## src/logic/rv32i_pkg.sv

```systemverilog
package rv32i_pkg;

    // Data memory geometry
    localparam int DMEM_WORDS = 256;
    localparam int DMEM_IDX_W = $clog2(DMEM_WORDS);

    typedef logic [31:0] rv32i_word;
    typedef logic [4:0]  rv32i_reg;
    typedef logic [3:0]  byte_en_t;
    typedef logic [DMEM_IDX_W-1:0] dmem_idx_t;

    // ALU operations encoded as {funct7[5], funct3} where it applies
    typedef enum logic [3:0] {
        alu_add  = 4'b0000,
        alu_sll  = 4'b0001,
        alu_slt  = 4'b0010,
        alu_sltu = 4'b0011,
        alu_xor  = 4'b0100,
        alu_srl  = 4'b0101,
        alu_or   = 4'b0110,
        alu_and  = 4'b0111,
        alu_sub  = 4'b1000,
        alu_sra  = 4'b1101
    } alu_ops;

    // Branch comparisons in funct3 encoding
    typedef enum logic [2:0] {
        cmp_beq  = 3'b000,
        cmp_bne  = 3'b001,
        cmp_blt  = 3'b100,
        cmp_bge  = 3'b101,
        cmp_bltu = 3'b110,
        cmp_bgeu = 3'b111
    } cmp_ops;

    // Load and store sizes in funct3 encoding
    typedef enum logic [2:0] {
        mem_b  = 3'b000,
        mem_h  = 3'b001,
        mem_w  = 3'b010,
        mem_bu = 3'b100,
        mem_hu = 3'b101
    } mem_funct3;

    typedef struct packed {
        alu_ops    alu_op;
        cmp_ops    cmp_op;
        logic      alu_src_imm;
        logic      alu_src_pc;
        logic      mem_read;
        logic      mem_write;
        mem_funct3 mem_size;
        logic      reg_write;
        logic      is_branch;
        logic      is_jal;
        logic      is_jalr;
        logic      halt;
    } rv32i_control_word;

    // Issue bundle from decode
    typedef struct packed {
        rv32i_word         pc;
        rv32i_control_word ctrl;
        rv32i_word         rs1_val;
        rv32i_word         rs2_val;
        rv32i_word         imm;
        rv32i_reg          rd;
    } id_ex_t;

    typedef struct packed {
        rv32i_word         pc;
        rv32i_control_word ctrl;
        rv32i_word         alu_out;
        rv32i_word         rs2_val;
        rv32i_reg          rd;
        logic              redirect_en;
        rv32i_word         redirect_pc;
    } ex_mem_t;

    // Writeback record
    typedef struct packed {
        rv32i_word pc;
        rv32i_reg  rd;
        logic      reg_write;
        rv32i_word wb_data;
        logic      redirect_en;
        rv32i_word redirect_pc;
        logic      halt;
    } wb_t;

endpackage : rv32i_pkg
```

## src/logic/ex_mem_reg.sv

```systemverilog
module ex_mem_reg
import rv32i_pkg::*;
(
    input  logic    clk,
    input  logic    rst,

    input  logic    in_valid_i,
    output logic    in_ready_o,
    input  ex_mem_t in_i,

    output logic    out_valid_o,
    input  logic    out_ready_i,
    output ex_mem_t out_o
);

    logic    valid_q;
    ex_mem_t data_q;

    // Free when empty or draining this cycle
    assign in_ready_o = !valid_q || out_ready_i;

    always_ff @(posedge clk) begin
        if (rst) begin
            valid_q <= 1'b0;
            data_q  <= '0;
        end else begin
            if (in_ready_o) begin
                valid_q <= in_valid_i;
            end
            if (in_valid_i && in_ready_o) begin
                data_q <= in_i;
            end
        end
    end

    assign out_valid_o = valid_q;
    assign out_o       = data_q;

    // Stalled output keeps its record until taken
    assert property (@(posedge clk) disable iff (rst)
        out_valid_o && !out_ready_i |=> out_valid_o && $stable(out_o))
        else $error("ex_mem_reg: record changed while stalled");

endmodule : ex_mem_reg

```

## config.mk

```make
export PLATFORM = sky130hd
export DESIGN_NAME = ex_mem_reg
export DESIGN_NICKNAME = d
export VERILOG_FILES = /design/src/logic/rv32i_pkg.sv /design/src/logic/ex_mem_reg.sv
export SDC_FILE = /design/constraint.sdc
export NUM_CORES = 1
export LEC_CHECK = 0
export ABC_AREA = 1
export BUFFER_PORTS_ARGS = -buffer_cell sky130_fd_sc_hd__buf_2
export CAP_MARGIN = 20
export CORE_UTILIZATION = 43
export CTS_BUF_LIST = sky130_fd_sc_hd__clkbuf_4 sky130_fd_sc_hd__clkbuf_8 sky130_fd_sc_hd__clkbuf_16
export DETAILED_ROUTE_END_ITERATION = 8
export PLACE_DENSITY = 0.77
export SLEW_MARGIN = 30
export SYNTH_ARGS = -nofsm -noshare
export SYNTH_HDL_FRONTEND = slang
export SYNTH_SLANG_ARGS = --single-unit
```

## constraint.sdc

```tcl
create_clock -name clk -period 1 [get_ports clk]
set_input_delay 0.2 -clock clk [delete_from_list [all_inputs] [get_ports clk]]
set_output_delay 0.2 -clock clk [all_outputs]
set_load 0.1 [all_outputs]
```

==> impl_metrics.ini, run 1 <==
[floorplanning]
rows = 45
die-area_sq_mm = 0.0165
die_w_um = 129
die_y_um = 129
coreArea_sq_mm = 0.0154
ioPinCount = 312
initial_core_util_pct = 44.6

[setup_path]
r2r-end = out_o[131]
crit_required_ps = 800
crit_start = out_valid_o
ff2ff_setup_slack_ps = -310
timing.rr.start = out_valid_o
cp_max_fo = 2
start_kind = flip-flop
arrival_ps = 1140
crit_path_end_kind = primary output
worst-r2r-cell-count = 6
path_class = reg -> out
crit_path_end = in_ready_o

[placed_design]
io_buffers = 311
dpl.cell_count = 1477
placed_cell_area_sq_mm = 0.0112
place_hpwl_um = 14700
gp_congestion = 0.808

[clocking]
worstSkewPairLatency_ps = 430
ctsHtreeMaxLevel = 4
numClockSinks = 154
cts_buffer_depth = 2
cts-root-buf = clkbuf_16
clk_transition_reported_paths_ps = 60
cts_buffers = 17
cts_tree = built

[synth]
ys_types = 12
ys_seq_area_share_pct = 44.8
synthCells = 1008
syn_area_per_cell_sq_um = 6.83
ys_seq_elements = 154
yosys_warnings = 0
syn_nets = 1165
syn_area_sq_mm = 0.00688

[sta]
layout_setup_ws_ps = -339
period_share_pct = 134
maxSlewHeadroom_pct = 81.1
max_freq_mhz = 747
worst_pin_slew_ps = 284
rsz0062_at_grt = yes
setup_viol = 309
finClkSkew_ps = 9.38
min_period_ps = 1340
finalHoldViolCount = 0
drv_slew = 0

[drt]
ant_nets = 0
first_pass_iters = 5
drt-total-wl_um = 24100
drc = 0
wl_per_cell_um = 15.4
vias = 7815
vias_per_cell = 5.01
drt_iter0_drc = 465

[worst_hold_path]
min_path_type = in -> reg
min_path_cells = 5

[finish]
drive_gt1_share_pct = 45.8
layout_common_cells = buf_12, inv_1, buf_2
layout_commonest_cell = buf_12
stdcell_area_sq_mm = 0.0124
n_fill_cell = 919
stdcell_count = 1560
finalNetCount = 1494
syn2layout_area_growth_pct = 80.0
diodes = 0

[global_route]
grt_start_max_net_pins = 62
grt_first_pass_wirelength_um = 36400
grt_usage_pct = 28.3
gr-total-overflow = 0
grt_pass1_vias = 7610
antenna_found_initial = 0

[pwr]
powerDensity_mw_per_mm2 = 1750
p_leak_nw = 6.28
ir_worst_vdd_v = 0.00125

[status]
violations = setup timing
status = finished, violations left

[run]
drv_cap = 0
## synthesized netlist by cell type
cell type  number  area [sq um]
nor2_1        153           574
a21oi_1       154           771
buf_12          1          20.0
dfxtp_1       154          3080
nand2_1       154           578
inv_2           1          3.75
clkbuf_1       14          52.6
inv_1         155           582
buf_6          11           124
nand3_1       153           766
buf_2          42           210
buf_4          16           120
## repair_timing
action / CTS / global route
gates resized for setup: 6 / 17
endpoints found under the setup margin: 306 / 309
setup buffers: 46 / 0
hold buffers: 1 / 0
gates cloned: 3 / 2
hold endpoints to repair: 1 / 0
pin swaps: 1 / 1
## routing by layer
layer  vias to the layer above  part of all wire (%)  track usage (%)  routed length (um)
li1                       3782                     -                -                   -
met4                         0                   6.1             20.2                1460
met3                       104                   7.1             8.15                1720
met2                       350                    51             49.6               12400
met5                         -                     0                0                   0
met1                      3579                    35             29.1                8510
## how the worst min path moves through the flow
stage,start,end,slack [ps]
5_1_grt,in_i[136],out_o[136],100
3_3_place_gp,rst,out_valid_o,400
4_1_cts,in_i[95],out_o[95],80
2_1_floorplan,rst,out_valid_o,250
3_5_place_dp,rst,out_valid_o,410
6_report,in_i[9],out_o[9],90
## power by group
| group | switching (W) | leakage (nW) | internal, W | total (W) |
|---|---|---|---|---|
| logic | 0.00502 | 4.66 | 0.00290 | 0.00791 |
| registers | 0.000524 | 1.33 | 0.00672 | 0.00725 |
| clock network | 0.00251 | 0.294 | 0.00404 | 0.00655 |
| total | 0.00806 | 6.28 | 0.0137 | 0.0217 |
## registers in the layout, indices dropped and copies added, names as in the netlist
register / cells
out_o: 153
out_valid_o: 1
## cell families (layout without fill, tap and decap cells)
kind of cell	after synthesis	count (layout)	synth area share [%]
AO/OA/AOI/OAI	154	154	11.2
buffers and inverters	240	581	16.2
flip-flops	154	154	44.8
AND/OR/NAND/NOR	460	460	27.9
## critical path: stages (launching register included)
cell and delay [ps]:
dfxtp_4 370, nand2_8 60, buf_12 130, buf_12 150
## per-stage QoR
stage	hold WS [ps]	power (W)	utilization (%)	setup slack [ps]	setup TNS [ps]
floorplan	253	0.0120	-	-287	-40230
global placement	396	0.0148	72.7	-182	-19330
CTS	79.9	0.0217	79.7	-357	-66480
finish	85.5	0.0217	80.3	-339	-53380
global route	101	0.0224	80.3	-373	-66830
detailed placement	410	0.0149	72.7	-207	-22150
## final cells by class
cell class,count,area [sq um],share of cell area [%]
Clock buffer,25,510,4.12
Clock inverter,6,86.3,0.697
Inverter,156,588,4.74
Multi-Input combinational cell,614,2850,23.0
Sequential cell,154,3300,26.6
Tap cell,211,264,2.13
Timing Repair Buffer,394,4800,38.7
No activity file was read; power rests on OpenSTA's default activity.
==> run 2: changes to the inputs <==
REMOVE_ABC_BUFFERS = 1   (was unset)
SKIP_CTS_REPAIR_TIMING = 1   (was unset)
==> impl_metrics.ini, run 2 (synthesis results as in run 1) <==
[setup_path]
crit_required_ps = 1340
crit_path_end_kind = flip-flop
arrival_ps = 1700
start_kind = flip-flop
cp_max_fo = 7
path_class = reg -> reg

[placed_design]
place_hpwl_um = 15300
pre_cts_ws_ps = -179
placed_cell_area_sq_mm = 0.0110
gp_congestion = 0.784
io_buffers = 311

[global_route]
grt_usage_pct = 24.9
grt_pass1_vias = 6880
grt_start_max_net_pins = 53
antenna_found_initial = 1
gr-total-overflow = 0
grt_first_pass_wirelength_um = 32400

[sta]
min_period_ps = 1360
setup_viol = 309
finalHoldViolCount = 0
layout_setup_ws_ps = -364
max_freq_mhz = 733
finClkSkew_ps = 11.1
rsz0062_at_grt = yes
maxSlewHeadroom_pct = 79.2
period_share_pct = 136
worst_pin_slew_ps = 312
drv_slew = 0

[drt]
drt_iter0_drc = 567
vias_per_cell = 5.29
vias = 8283
wl_per_cell_um = 18.1
drc = 0
first_pass_iters = 5
ant_nets = 0
drt-total-wl_um = 28300

[floorplanning]
die_w_um = 129
die-area_sq_mm = 0.0165
coreArea_sq_mm = 0.0154
die_y_um = 129
initial_core_util_pct = 44.6
rows = 45
ioPinCount = 312

[pwr]
powerDensity_mw_per_mm2 = 1700
swShare_pct = 38.6
finalPower_w = 0.0220
p_int_w = 0.0135
p_comb_share_pct = 37.5
seqPwrFrac_pct = 33.2
ir_worst_vdd_v = 0.00112
switchingPower_w = 0.00849
p_leak_nw = 6.41
clock_power_share_pct = 29.3

[run]
drv_cap = 0

[status]
violations = setup timing
status = finished, violations left

[finish]
largest_reg_flops = 153
n_fill_cell = 754
syn2layout_area_growth_pct = 88.0
finalNetCount = 1497
layout_commonest_cell = buf_12
stdcell_area_sq_mm = 0.0129
drive_gt1_share_pct = 51.0
layout_common_cells = buf_12, inv_1, buf_2

[worst_hold_path]
min_path_type = in -> reg

[clocking]
ctsHtreeMaxLevel = 4
cts-root-buf = clkbuf_16
cts_tree = built
cts_buffer_depth = 2
numClockSinks = 154
clk_transition_reported_paths_ps = 60
worstSkewPairLatency_ps = 420
cts_buffers = 17
run 2: cell types whose count changed in the layout (fill, tap and decap cells not counted), moves of 7 or more:
cell	change
a21oi_1	-51
a21oi_2	+40
a21oi_4	+11
buf_4	-18
buf_8	+7
clkbuf_16	+8
nand3_1	-13
nand3_2	+12
run 2: critical path: stages, from the launching register on:
cell,delay [ps]
dfxtp_2,360
nand2_4,70
buf_12,150
buf_4,130
buf_8,130
buf_12,140
nand3_2,50
nand2_1,80
nor2_1,160
run 2: per-stage QoR:
stage          setup TNS [ps]  hold WS (ps)  utilization, %  instances
2_1_floorplan         -916410           269               -        924
5_1_grt                -69630          99.7            83.9       1565
6_report               -58260          92.8            83.9       1565
3_3_place_gp           -10260           422            71.4       1489
4_1_cts                -48030         -28.6            75.2       1521
3_5_place_dp           -15440           421            71.4       1489
run 2: power groups by stage:
stage	logic [W]	clock network, W	registers, W
2_1_floorplan	0.00119	0	0.0104
3_3_place_gp	0.00739	0	0.00724
3_5_place_dp	0.00750	0	0.00727
4_1_cts	0.00752	0.00641	0.00714
5_1_grt	0.00850	0.00678	0.00734
6_report	0.00824	0.00645	0.00730
run 2: per-layer routing:
layer	GRT usage (%)	share of wire (%)
met5	0	0
met4	13.2	5.8
met3	8.61	8.4
met2	44.1	52
met1	26.0	34
run 2: path summary, 6_finish.rpt:
path / from / end / slack [ps] / cells after the start
worst max register to register: out_valid_o / out_o[58] / -360 / 8
worst min-delay path: in_i[48] / out_o[48] / 90 / 5
worst max-delay path: out_valid_o / out_o[58] / -360 / 8
worst min register to register: out_o[74] / out_o[74] / 490 / 2
run 2: area by class of cell:
| type | count | area [sq um] | area share (%) |
|---|---|---|---|
| Sequential cell | 154 | 3310 | 25.6 |
| Antenna cell | 1 | 2.50 | 0.0193 |
| Tap cell | 211 | 264 | 2.04 |
| Clock buffer | 21 | 455 | 3.52 |
| Multi-Input combinational cell | 614 | 3200 | 24.7 |
| Clock inverter | 11 | 121 | 0.938 |
| Timing Repair Buffer | 397 | 5000 | 38.7 |
| Inverter | 156 | 588 | 4.54 |
