<file path="src/logic/rv32i_pkg.sv">
package rv32i_pkg;

    // Data memory geometry
    localparam int DMEM_WORDS = 256;
    localparam int DMEM_IDX_W = $clog2(DMEM_WORDS);

    typedef logic [31:0] rv32i_word;
    typedef logic [4:0]  rv32i_reg;
    typedef logic [3:0]  byte_en_t;
    typedef logic [DMEM_IDX_W-1:0] dmem_idx_t;

    // ALU operations encoded as {funct7[5], funct3} where it applies
    typedef enum logic [3:0] {
        alu_add  = 4'b0000,
        alu_sll  = 4'b0001,
        alu_slt  = 4'b0010,
        alu_sltu = 4'b0011,
        alu_xor  = 4'b0100,
        alu_srl  = 4'b0101,
        alu_or   = 4'b0110,
        alu_and  = 4'b0111,
        alu_sub  = 4'b1000,
        alu_sra  = 4'b1101
    } alu_ops;

    // Branch comparisons in funct3 encoding
    typedef enum logic [2:0] {
        cmp_beq  = 3'b000,
        cmp_bne  = 3'b001,
        cmp_blt  = 3'b100,
        cmp_bge  = 3'b101,
        cmp_bltu = 3'b110,
        cmp_bgeu = 3'b111
    } cmp_ops;

    // Load and store sizes in funct3 encoding
    typedef enum logic [2:0] {
        mem_b  = 3'b000,
        mem_h  = 3'b001,
        mem_w  = 3'b010,
        mem_bu = 3'b100,
        mem_hu = 3'b101
    } mem_funct3;

    typedef struct packed {
        alu_ops    alu_op;
        cmp_ops    cmp_op;
        logic      alu_src_imm;
        logic      alu_src_pc;
        logic      mem_read;
        logic      mem_write;
        mem_funct3 mem_size;
        logic      reg_write;
        logic      is_branch;
        logic      is_jal;
        logic      is_jalr;
        logic      halt;
    } rv32i_control_word;

    // Issue bundle from decode
    typedef struct packed {
        rv32i_word         pc;
        rv32i_control_word ctrl;
        rv32i_word         rs1_val;
        rv32i_word         rs2_val;
        rv32i_word         imm;
        rv32i_reg          rd;
    } id_ex_t;

    typedef struct packed {
        rv32i_word         pc;
        rv32i_control_word ctrl;
        rv32i_word         alu_out;
        rv32i_word         rs2_val;
        rv32i_reg          rd;
        logic              redirect_en;
        rv32i_word         redirect_pc;
    } ex_mem_t;

    // Writeback record
    typedef struct packed {
        rv32i_word pc;
        rv32i_reg  rd;
        logic      reg_write;
        rv32i_word wb_data;
        logic      redirect_en;
        rv32i_word redirect_pc;
        logic      halt;
    } wb_t;

endpackage : rv32i_pkg
</file>
<file path="src/logic/execute_stage.sv">
module execute_stage
import rv32i_pkg::*;
(
    input  logic    issue_valid_i,
    output logic    issue_ready_o,
    input  id_ex_t  issue_i,

    output logic    ex_valid_o,
    input  logic    ex_ready_i,
    output ex_mem_t ex_o
);

    rv32i_word op_a;
    rv32i_word op_b;
    logic [4:0] shamt;
    rv32i_word alu_out;
    logic br_taken;
    logic redirect_en;
    rv32i_word jalr_sum;
    rv32i_word redirect_pc;

    // Stateless stage so the handshake passes straight through
    assign ex_valid_o    = issue_valid_i;
    assign issue_ready_o = ex_ready_i;

    // Operand select
    assign op_a  = issue_i.ctrl.alu_src_pc ? issue_i.pc : issue_i.rs1_val;
    assign op_b  = issue_i.ctrl.alu_src_imm ? issue_i.imm : issue_i.rs2_val;
    assign shamt = op_b[4:0];

    always_comb begin
        unique case (issue_i.ctrl.alu_op)
            alu_add: begin
                alu_out = op_a + op_b;
            end
            alu_sub: begin
                alu_out = op_a - op_b;
            end
            alu_sll: begin
                alu_out = op_a << shamt;
            end
            alu_slt: begin
                alu_out = {31'b0, $signed(op_a) < $signed(op_b)};
            end
            alu_sltu: begin
                alu_out = {31'b0, op_a < op_b};
            end
            alu_xor: begin
                alu_out = op_a ^ op_b;
            end
            alu_srl: begin
                alu_out = op_a >> shamt;
            end
            alu_sra: begin
                alu_out = rv32i_word'($signed(op_a) >>> shamt);
            end
            alu_or: begin
                alu_out = op_a | op_b;
            end
            alu_and: begin
                alu_out = op_a & op_b;
            end
            default: begin
                alu_out = op_a + op_b;
            end
        endcase
    end

    // Branch compare always on the register values
    always_comb begin
        unique case (issue_i.ctrl.cmp_op)
            cmp_beq:  br_taken = issue_i.rs1_val == issue_i.rs2_val;
            cmp_bne:  br_taken = issue_i.rs1_val != issue_i.rs2_val;
            cmp_blt:  br_taken = $signed(issue_i.rs1_val) < $signed(issue_i.rs2_val);
            cmp_bge:  br_taken = $signed(issue_i.rs1_val) >= $signed(issue_i.rs2_val);
            cmp_bltu: br_taken = issue_i.rs1_val < issue_i.rs2_val;
            cmp_bgeu: br_taken = issue_i.rs1_val >= issue_i.rs2_val;
            default:  br_taken = 1'b0;
        endcase
    end

    assign redirect_en = issue_i.ctrl.is_jal || issue_i.ctrl.is_jalr ||
                         (issue_i.ctrl.is_branch && br_taken);

    // jalr target drops bit 0
    assign jalr_sum    = issue_i.rs1_val + issue_i.imm;
    assign redirect_pc = issue_i.ctrl.is_jalr ? {jalr_sum[31:1], 1'b0}
                                              : issue_i.pc + issue_i.imm;

    always_comb begin
        ex_o.pc          = issue_i.pc;
        ex_o.ctrl        = issue_i.ctrl;
        ex_o.alu_out     = alu_out;
        ex_o.rs2_val     = issue_i.rs2_val;
        ex_o.rd          = issue_i.rd;
        ex_o.redirect_en = redirect_en;
        ex_o.redirect_pc = redirect_pc;
    end

endmodule : execute_stage

</file>
<file path="config.mk">
export PLATFORM = sky130hd
export DESIGN_NAME = execute_stage
export DESIGN_NICKNAME = d
export VERILOG_FILES = /design/src/logic/rv32i_pkg.sv /design/src/logic/execute_stage.sv
export SDC_FILE = /design/constraint.sdc
export NUM_CORES = 1
export LEC_CHECK = 0
export ABC_AREA = 1
export ABC_CLOCK_PERIOD_IN_PS = 2500
export BUFFER_PORTS_ARGS = -buffer_cell sky130_fd_sc_hd__buf_2
export CAP_MARGIN = 10
export CORE_ASPECT_RATIO = 0.75
export CORE_MARGIN = 2
export CORE_UTILIZATION = 35
export DETAILED_ROUTE_END_ITERATION = 16
export MAX_ROUTING_LAYER = met4
export PLACE_DENSITY = 0.69
export REMOVE_ABC_BUFFERS = 1
export SETUP_SLACK_MARGIN = 0.3
export SLEW_MARGIN = 30
export SYNTH_ARGS = -nofsm -noshare
export SYNTH_HDL_FRONTEND = slang
export SYNTH_SLANG_ARGS = --single-unit
</file>
<file path="constraint.sdc">
create_clock -name vclk -period 2.5
set_input_delay 0.125 -clock vclk [all_inputs]
set_output_delay 0.125 -clock vclk [all_outputs]
set_load 0.05 [all_outputs]
</file>
==> results of run 1 <==
[routing by layer]
| layer | GRT usage [%] | up-vias | wire (microns) | part of all wire (%) |
|---|---|---|---|---|
| li1 | - | 12000 | - | - |
| met1 | 58.7 | 12100 | 44900 | 42 |
| met2 | 55.2 | 1927 | 42200 | 39 |
| met3 | 8.00 | 405 | 14600 | 14 |
| met4 | 9.18 | 0 | 5710 | 5.3 |
| met5 | - | - | 0 | 0 |
[logic make-up (layout without fill, tap and decap cells)]
group	after synthesis	in the layout	share of synthesized area, %
AND/OR/NAND/NOR	1568	1568	41.8
AO/OA/AOI/OAI	650	650	23.3
other	0	2	0
adder cells (fa/ha/maj)	194	194	15.5
XOR/XNOR	25	25	1.38
multiplexers	2	2	0.126
buffers and inverters	619	1594	17.9
[final timing paths]
| check | to | slack (ns) | cells after the start |
|---|---|---|---|
| max | ex_o[92] | -0.58 | 19 |
| min | issue_ready_o | 0.25 | 0 |
[cell type report]
cell class | count | area (sq um)
Multi-Input combinational cell | 2439 | 17900
Fill cell | 3837 | 14800
Timing Repair Buffer | 1168 | 9640
Inverter | 426 | 1650
Tap cell | 586 | 733
Antenna cell | 2 | 5.00
[cell usage after synthesis (12+ instances only)]
master	number
buf_2	45
nor2_1	249
o21ai_1	32
o21bai_1	15
xor2_1	22
nand3b_1	14
ha_1	190
inv_1	416
o21ai_0	204
o22ai_1	18
a21oi_1	259
nand4_1	42
nand2_1	861
o21ai_2	28
nor3_1	38
buf_4	99
nand3_1	329
a21o_1	23
clkbuf_1	27
o211ai_1	12
[report_power, final]
group / internal, uW / leakage [uW] / switching [uW]
logic: 4480 / 0.0149 / 6430
clock network: 0.000104 / 0.0000000122 / 0
registers: 0 / 0 / 0
total: 4480 / 0.0149 / 6430
[metrics by stage]
stage	total power (uW)	util, %	hold WS (ns)
after global placement	7950	51.6	0.251
after CTS	9000	57.7	0.251
after global routing	11300	67.0	0.250
after floorplan	3750	-	0.250
final	10900	67.0	0.250
after detailed placement	7930	51.6	0.251
[repair_timing]
action                                  4_1_cts  5_1_grt
endpoints found under the setup margin       59       59
pin swaps                                   126      312
gates resized for setup                     657      902
buffers inserted                             38       74
gates cloned                                  6        1
hold buffers                                  0        0
==> results.ini, run 1 <==
[outcome]
status=complete, but fails checks
violations=setup timing

[sta]
setup_ws_ns=-0.584
rsz0062_at_grt=true
tns_ns=-13.45
worstMarginPinSlew_ns=0.521
period_minus_slack_ns=3.08
hold_viol_final=0
setup_viol=34
finalCritPeriodShare_pct=123
max_slew_margin_pct=65.3
fmax_ghz=0.324
drv_slew=0

[critical_path]
worstSetupStartpointType=primary input
cp_num_buf_inv=9
worstPathCellList=buf_12, buf_12, buf_16, o21ai_4, buf_6, buf_6, ha_4, inv_1, nand3_2, o21ai_2, o21ai_1, buf_4, nand3_1, nand3b_1, a21oi_2, o21ai_2, buf_4, nand4_1, buf_12
crit_start=issue_i[111]
setup.worst_path.end_class=output port
cp_top_family=buffers and inverters
critPathRequiredTime_ns=2.38
worst_path_most_repeated_cell=buf_12
cp_data_arrival_time_ns=2.96
worst-setup-path-type=in -> out
critPathMaxFanout=6
slowest_delay_ns=0.35
critPathSlowestCell=o21ai_4

[layout]
finalInstanceArea_sq_um=29900
fin_nets=4383
instances_no_fill=4621
register_area_sq_um=0
clock_buffers=0
layout_commonest_cell=buf_4
area_growth_pct=89.0
final_cell_mix=755 x buf_4, 663 x nand2_1, 318 x inv_1
drive_gt1_share_pct=52.3
seq_cells=0

[placement]
routabilityCongestion=1.06
dp_slack_ns=-1.20
dp.cells=4500
portBuffers=281
dp_hpwl_microns=79600
placed_cell_area_sq_um=23100

[grt]
gr-usage-all-layers_pct=40.0
grt_first_pass_wirelength_microns=140000
grt_pass1_vias=22800
grt_max_degree=55
grt_overflow=0
antenna_found_initial=1

[floorplanning]
die_w_microns=250
die_y_microns=188
die-area_sq_um=47000
start_util_pct=35.4
ios=309
fp.coreArea_sq_um=44700
rows=67

[detailed_routing]
viasPerCell=5.72
postRouteAntennaNets=0
drc=0
drt_iter0_markers=3930
drtPass1Iterations=8
wl_per_cell_microns=23.2
vias=26400
wl_microns=107000

[logic_synthesis]
syn_inst=3058
synth_area_sq_um=15800
synthTopCellsByArea=nand2_1 20%, ha_1 15%, nand3_1 10%
yosysWarningCount=0
synth_top_area_cell=nand2_1
yosys.cell_types.count=49
avgSynthCellArea_sq_um=5.18
synth_top_cell_area_share_pct=20.4
yosysSeqAreaShare_pct=0

[pwr]
irDropWorstVdd_mv=0.365
cellLeakagePower_uw=0.0149
p_per_area_nw_per_um2=365

[worst_hold_path]
hold_class=in -> out
min_from=ex_ready_i

[run]
cap_violations=0

No activity file was read; power rests on OpenSTA's default activity.
==> run 2: changes to the inputs <==
--- a/config.mk
+++ b/config.mk
@@ -8,8 +8,6 @@
 export ABC_AREA = 1
 export ABC_CLOCK_PERIOD_IN_PS = 2500
 export BUFFER_PORTS_ARGS = -buffer_cell sky130_fd_sc_hd__buf_2
-export CAP_MARGIN = 10
-export CORE_ASPECT_RATIO = 0.75
 export CORE_MARGIN = 2
 export CORE_UTILIZATION = 35
 export DETAILED_ROUTE_END_ITERATION = 16
@@ -17,7 +15,7 @@
 export PLACE_DENSITY = 0.69
 export REMOVE_ABC_BUFFERS = 1
 export SETUP_SLACK_MARGIN = 0.3
-export SLEW_MARGIN = 30
+export SLEW_MARGIN = 15
 export SYNTH_ARGS = -nofsm -noshare
 export SYNTH_HDL_FRONTEND = slang
 export SYNTH_SLANG_ARGS = --single-unit
==> results.ini, run 2 (synthesis results as in run 1) <==
[pwr]
p_per_area_nw_per_um2=365
pwr-share-comb_pct=100.0
swShare_pct=58.5
p_int_uw=4540
switchingPower_uw=6410
cellLeakagePower_uw=0.0150
sequentialPowerShare_pct=0
clkPwrFrac_pct=0
irDropWorstVdd_mv=0.331

[sta]
fmax_ghz=0.331
hold_viol_final=0
max_slew_margin_pct=55.1
finalCritPeriodShare_pct=121
rsz0062_at_grt=true
drv_slew=0
setup_ws_ns=-0.520
worstMarginPinSlew_ns=0.670
period_minus_slack_ns=3.02
setup_viol=36

[run]
cap_violations=0

[detailed_routing]
wl_per_cell_microns=23.5
postRouteAntennaNets=0
drt_iter0_markers=3575
drc=0
vias=27400
viasPerCell=5.92
wl_microns=109000
drtPass1Iterations=6

[critical_path]
worst-setup-path-type=in -> out
cp_data_arrival_time_ns=2.89
setup.worst_path.end_class=output port
critPathRequiredTime_ns=2.38
worstSetupStartpointType=primary input
critPathMaxFanout=7

[outcome]
violations=setup timing
status=complete, but fails checks

[layout]
final_cell_mix=740 x buf_4, 677 x nand2_1, 335 x inv_1
area_growth_pct=89.4
register_area_sq_um=0
fin_nets=4374
drive_gt1_share_pct=51.8
finalInstanceArea_sq_um=30000
layout_commonest_cell=buf_4
clock_buffers=0
seq_cells=0

[floorplanning]
fp.coreArea_sq_um=44400
die_w_microns=217
die-area_sq_um=46900
start_util_pct=35.6
rows=77
ios=309
die_y_microns=217

[worst_hold_path]
hold_end=issue_ready_o
min_from=ex_ready_i
hold_class=in -> out
worstHoldPathCells=0

[placement]
placed_cell_area_sq_um=22900
dp_slack_ns=-1.12
dp_hpwl_microns=75700
routabilityCongestion=1.08
portBuffers=281

[grt]
grt_max_degree=54
grt_overflow=0
gr-usage-all-layers_pct=40.5
antenna_found_initial=1
grt_pass1_vias=24800
grt_first_pass_wirelength_microns=142000

[cts]
ctsHoldBuffers=0

run 2: final cells by class:
| cell class | count | area, sq um |
|---|---|---|
| tap | 592 | 741 |
| antenna | 2 | 5.00 |
| fill | 3704 | 14400 |
| timing repair buffer | 1159 | 9810 |
| multi-input combinational | 2439 | 17800 |
| inverter | 426 | 1630 |
run 2: per-layer routing:
| layer | GRT usage, % | vias up | wire, microns |
|---|---|---|---|
| met5 | - | - | 0 |
| met4 | 22.0 | 0 | 10600 |
| met3 | 3.68 | 796 | 11300 |
| met2 | 66.4 | 2133 | 47500 |
| met1 | 49.0 | 12500 | 39300 |
| li1 | - | 12000 | - |
run 2: repair_timing:
item,in CTS,in global routing
pin swaps,179,284
gates cloned,15,2
setup endpoints to repair,58,59
setup buffers,62,52
gates resized for setup,804,692
run 2: through the flow:
| stage | util, % | instances | power [uW] | hold WS [ns] | setup TNS, ns |
|---|---|---|---|---|---|
| finish | 67.5 | 4618 | 11000 | 0.250 | -9.68 |
| global route | 67.5 | 4618 | 11400 | 0.250 | -11.15 |
| CTS | 60.6 | 4562 | 9270 | 0.251 | -5.56 |
| detailed placement | 51.5 | 4485 | 7860 | 0.251 | -20.68 |
| global placement | 51.5 | 4485 | 7850 | 0.251 | -20.54 |
| floorplan | - | 2865 | 3750 | 0.250 | -109.93 |
run 2: power groups by stage:
stage          sequential (uW)  combinational [uW]  clock, uW
3_5_place_dp                 0                7860          0
6_report                     0               11000  0.0000963
3_3_place_gp                 0                7850          0
4_1_cts                      0                9270          0
5_1_grt                      0               11400  0.0000905
2_1_floorplan                0                3750          0
run 2: worst max path at each step:
| stage | start | to | slack, ns | depth (start not counted) |
|---|---|---|---|---|
| 3_5_place_dp | issue_i[112] | ex_o[100] | -1.12 | 16 |
| 6_report | issue_i[112] | ex_o[97] | -0.52 | 17 |
| 4_1_cts | issue_i[112] | ex_o[90] | -0.29 | 19 |
| 3_3_place_gp | issue_i[111] | ex_o[100] | -1.07 | 18 |
| 5_1_grt | issue_i[112] | ex_o[93] | -0.56 | 16 |
| 2_1_floorplan | issue_i[39] | ex_o[82] | -3.71 | 15 |
run 2: critical path: stages:
cell and delay (ns):
buf_12 0.14, buf_12 0.15, buf_12 0.17, o21ai_2 0.07, buf_6 0.13, ha_4 0.32
nand2_1 0.14, o21ai_1 0.45, buf_4 0.20, a21oi_1 0.07, nor2_1 0.16, nor2_1 0.08
nand2_1 0.07, nand2_1 0.05, nand3_2 0.08, nand4_1 0.22, buf_12 0.23
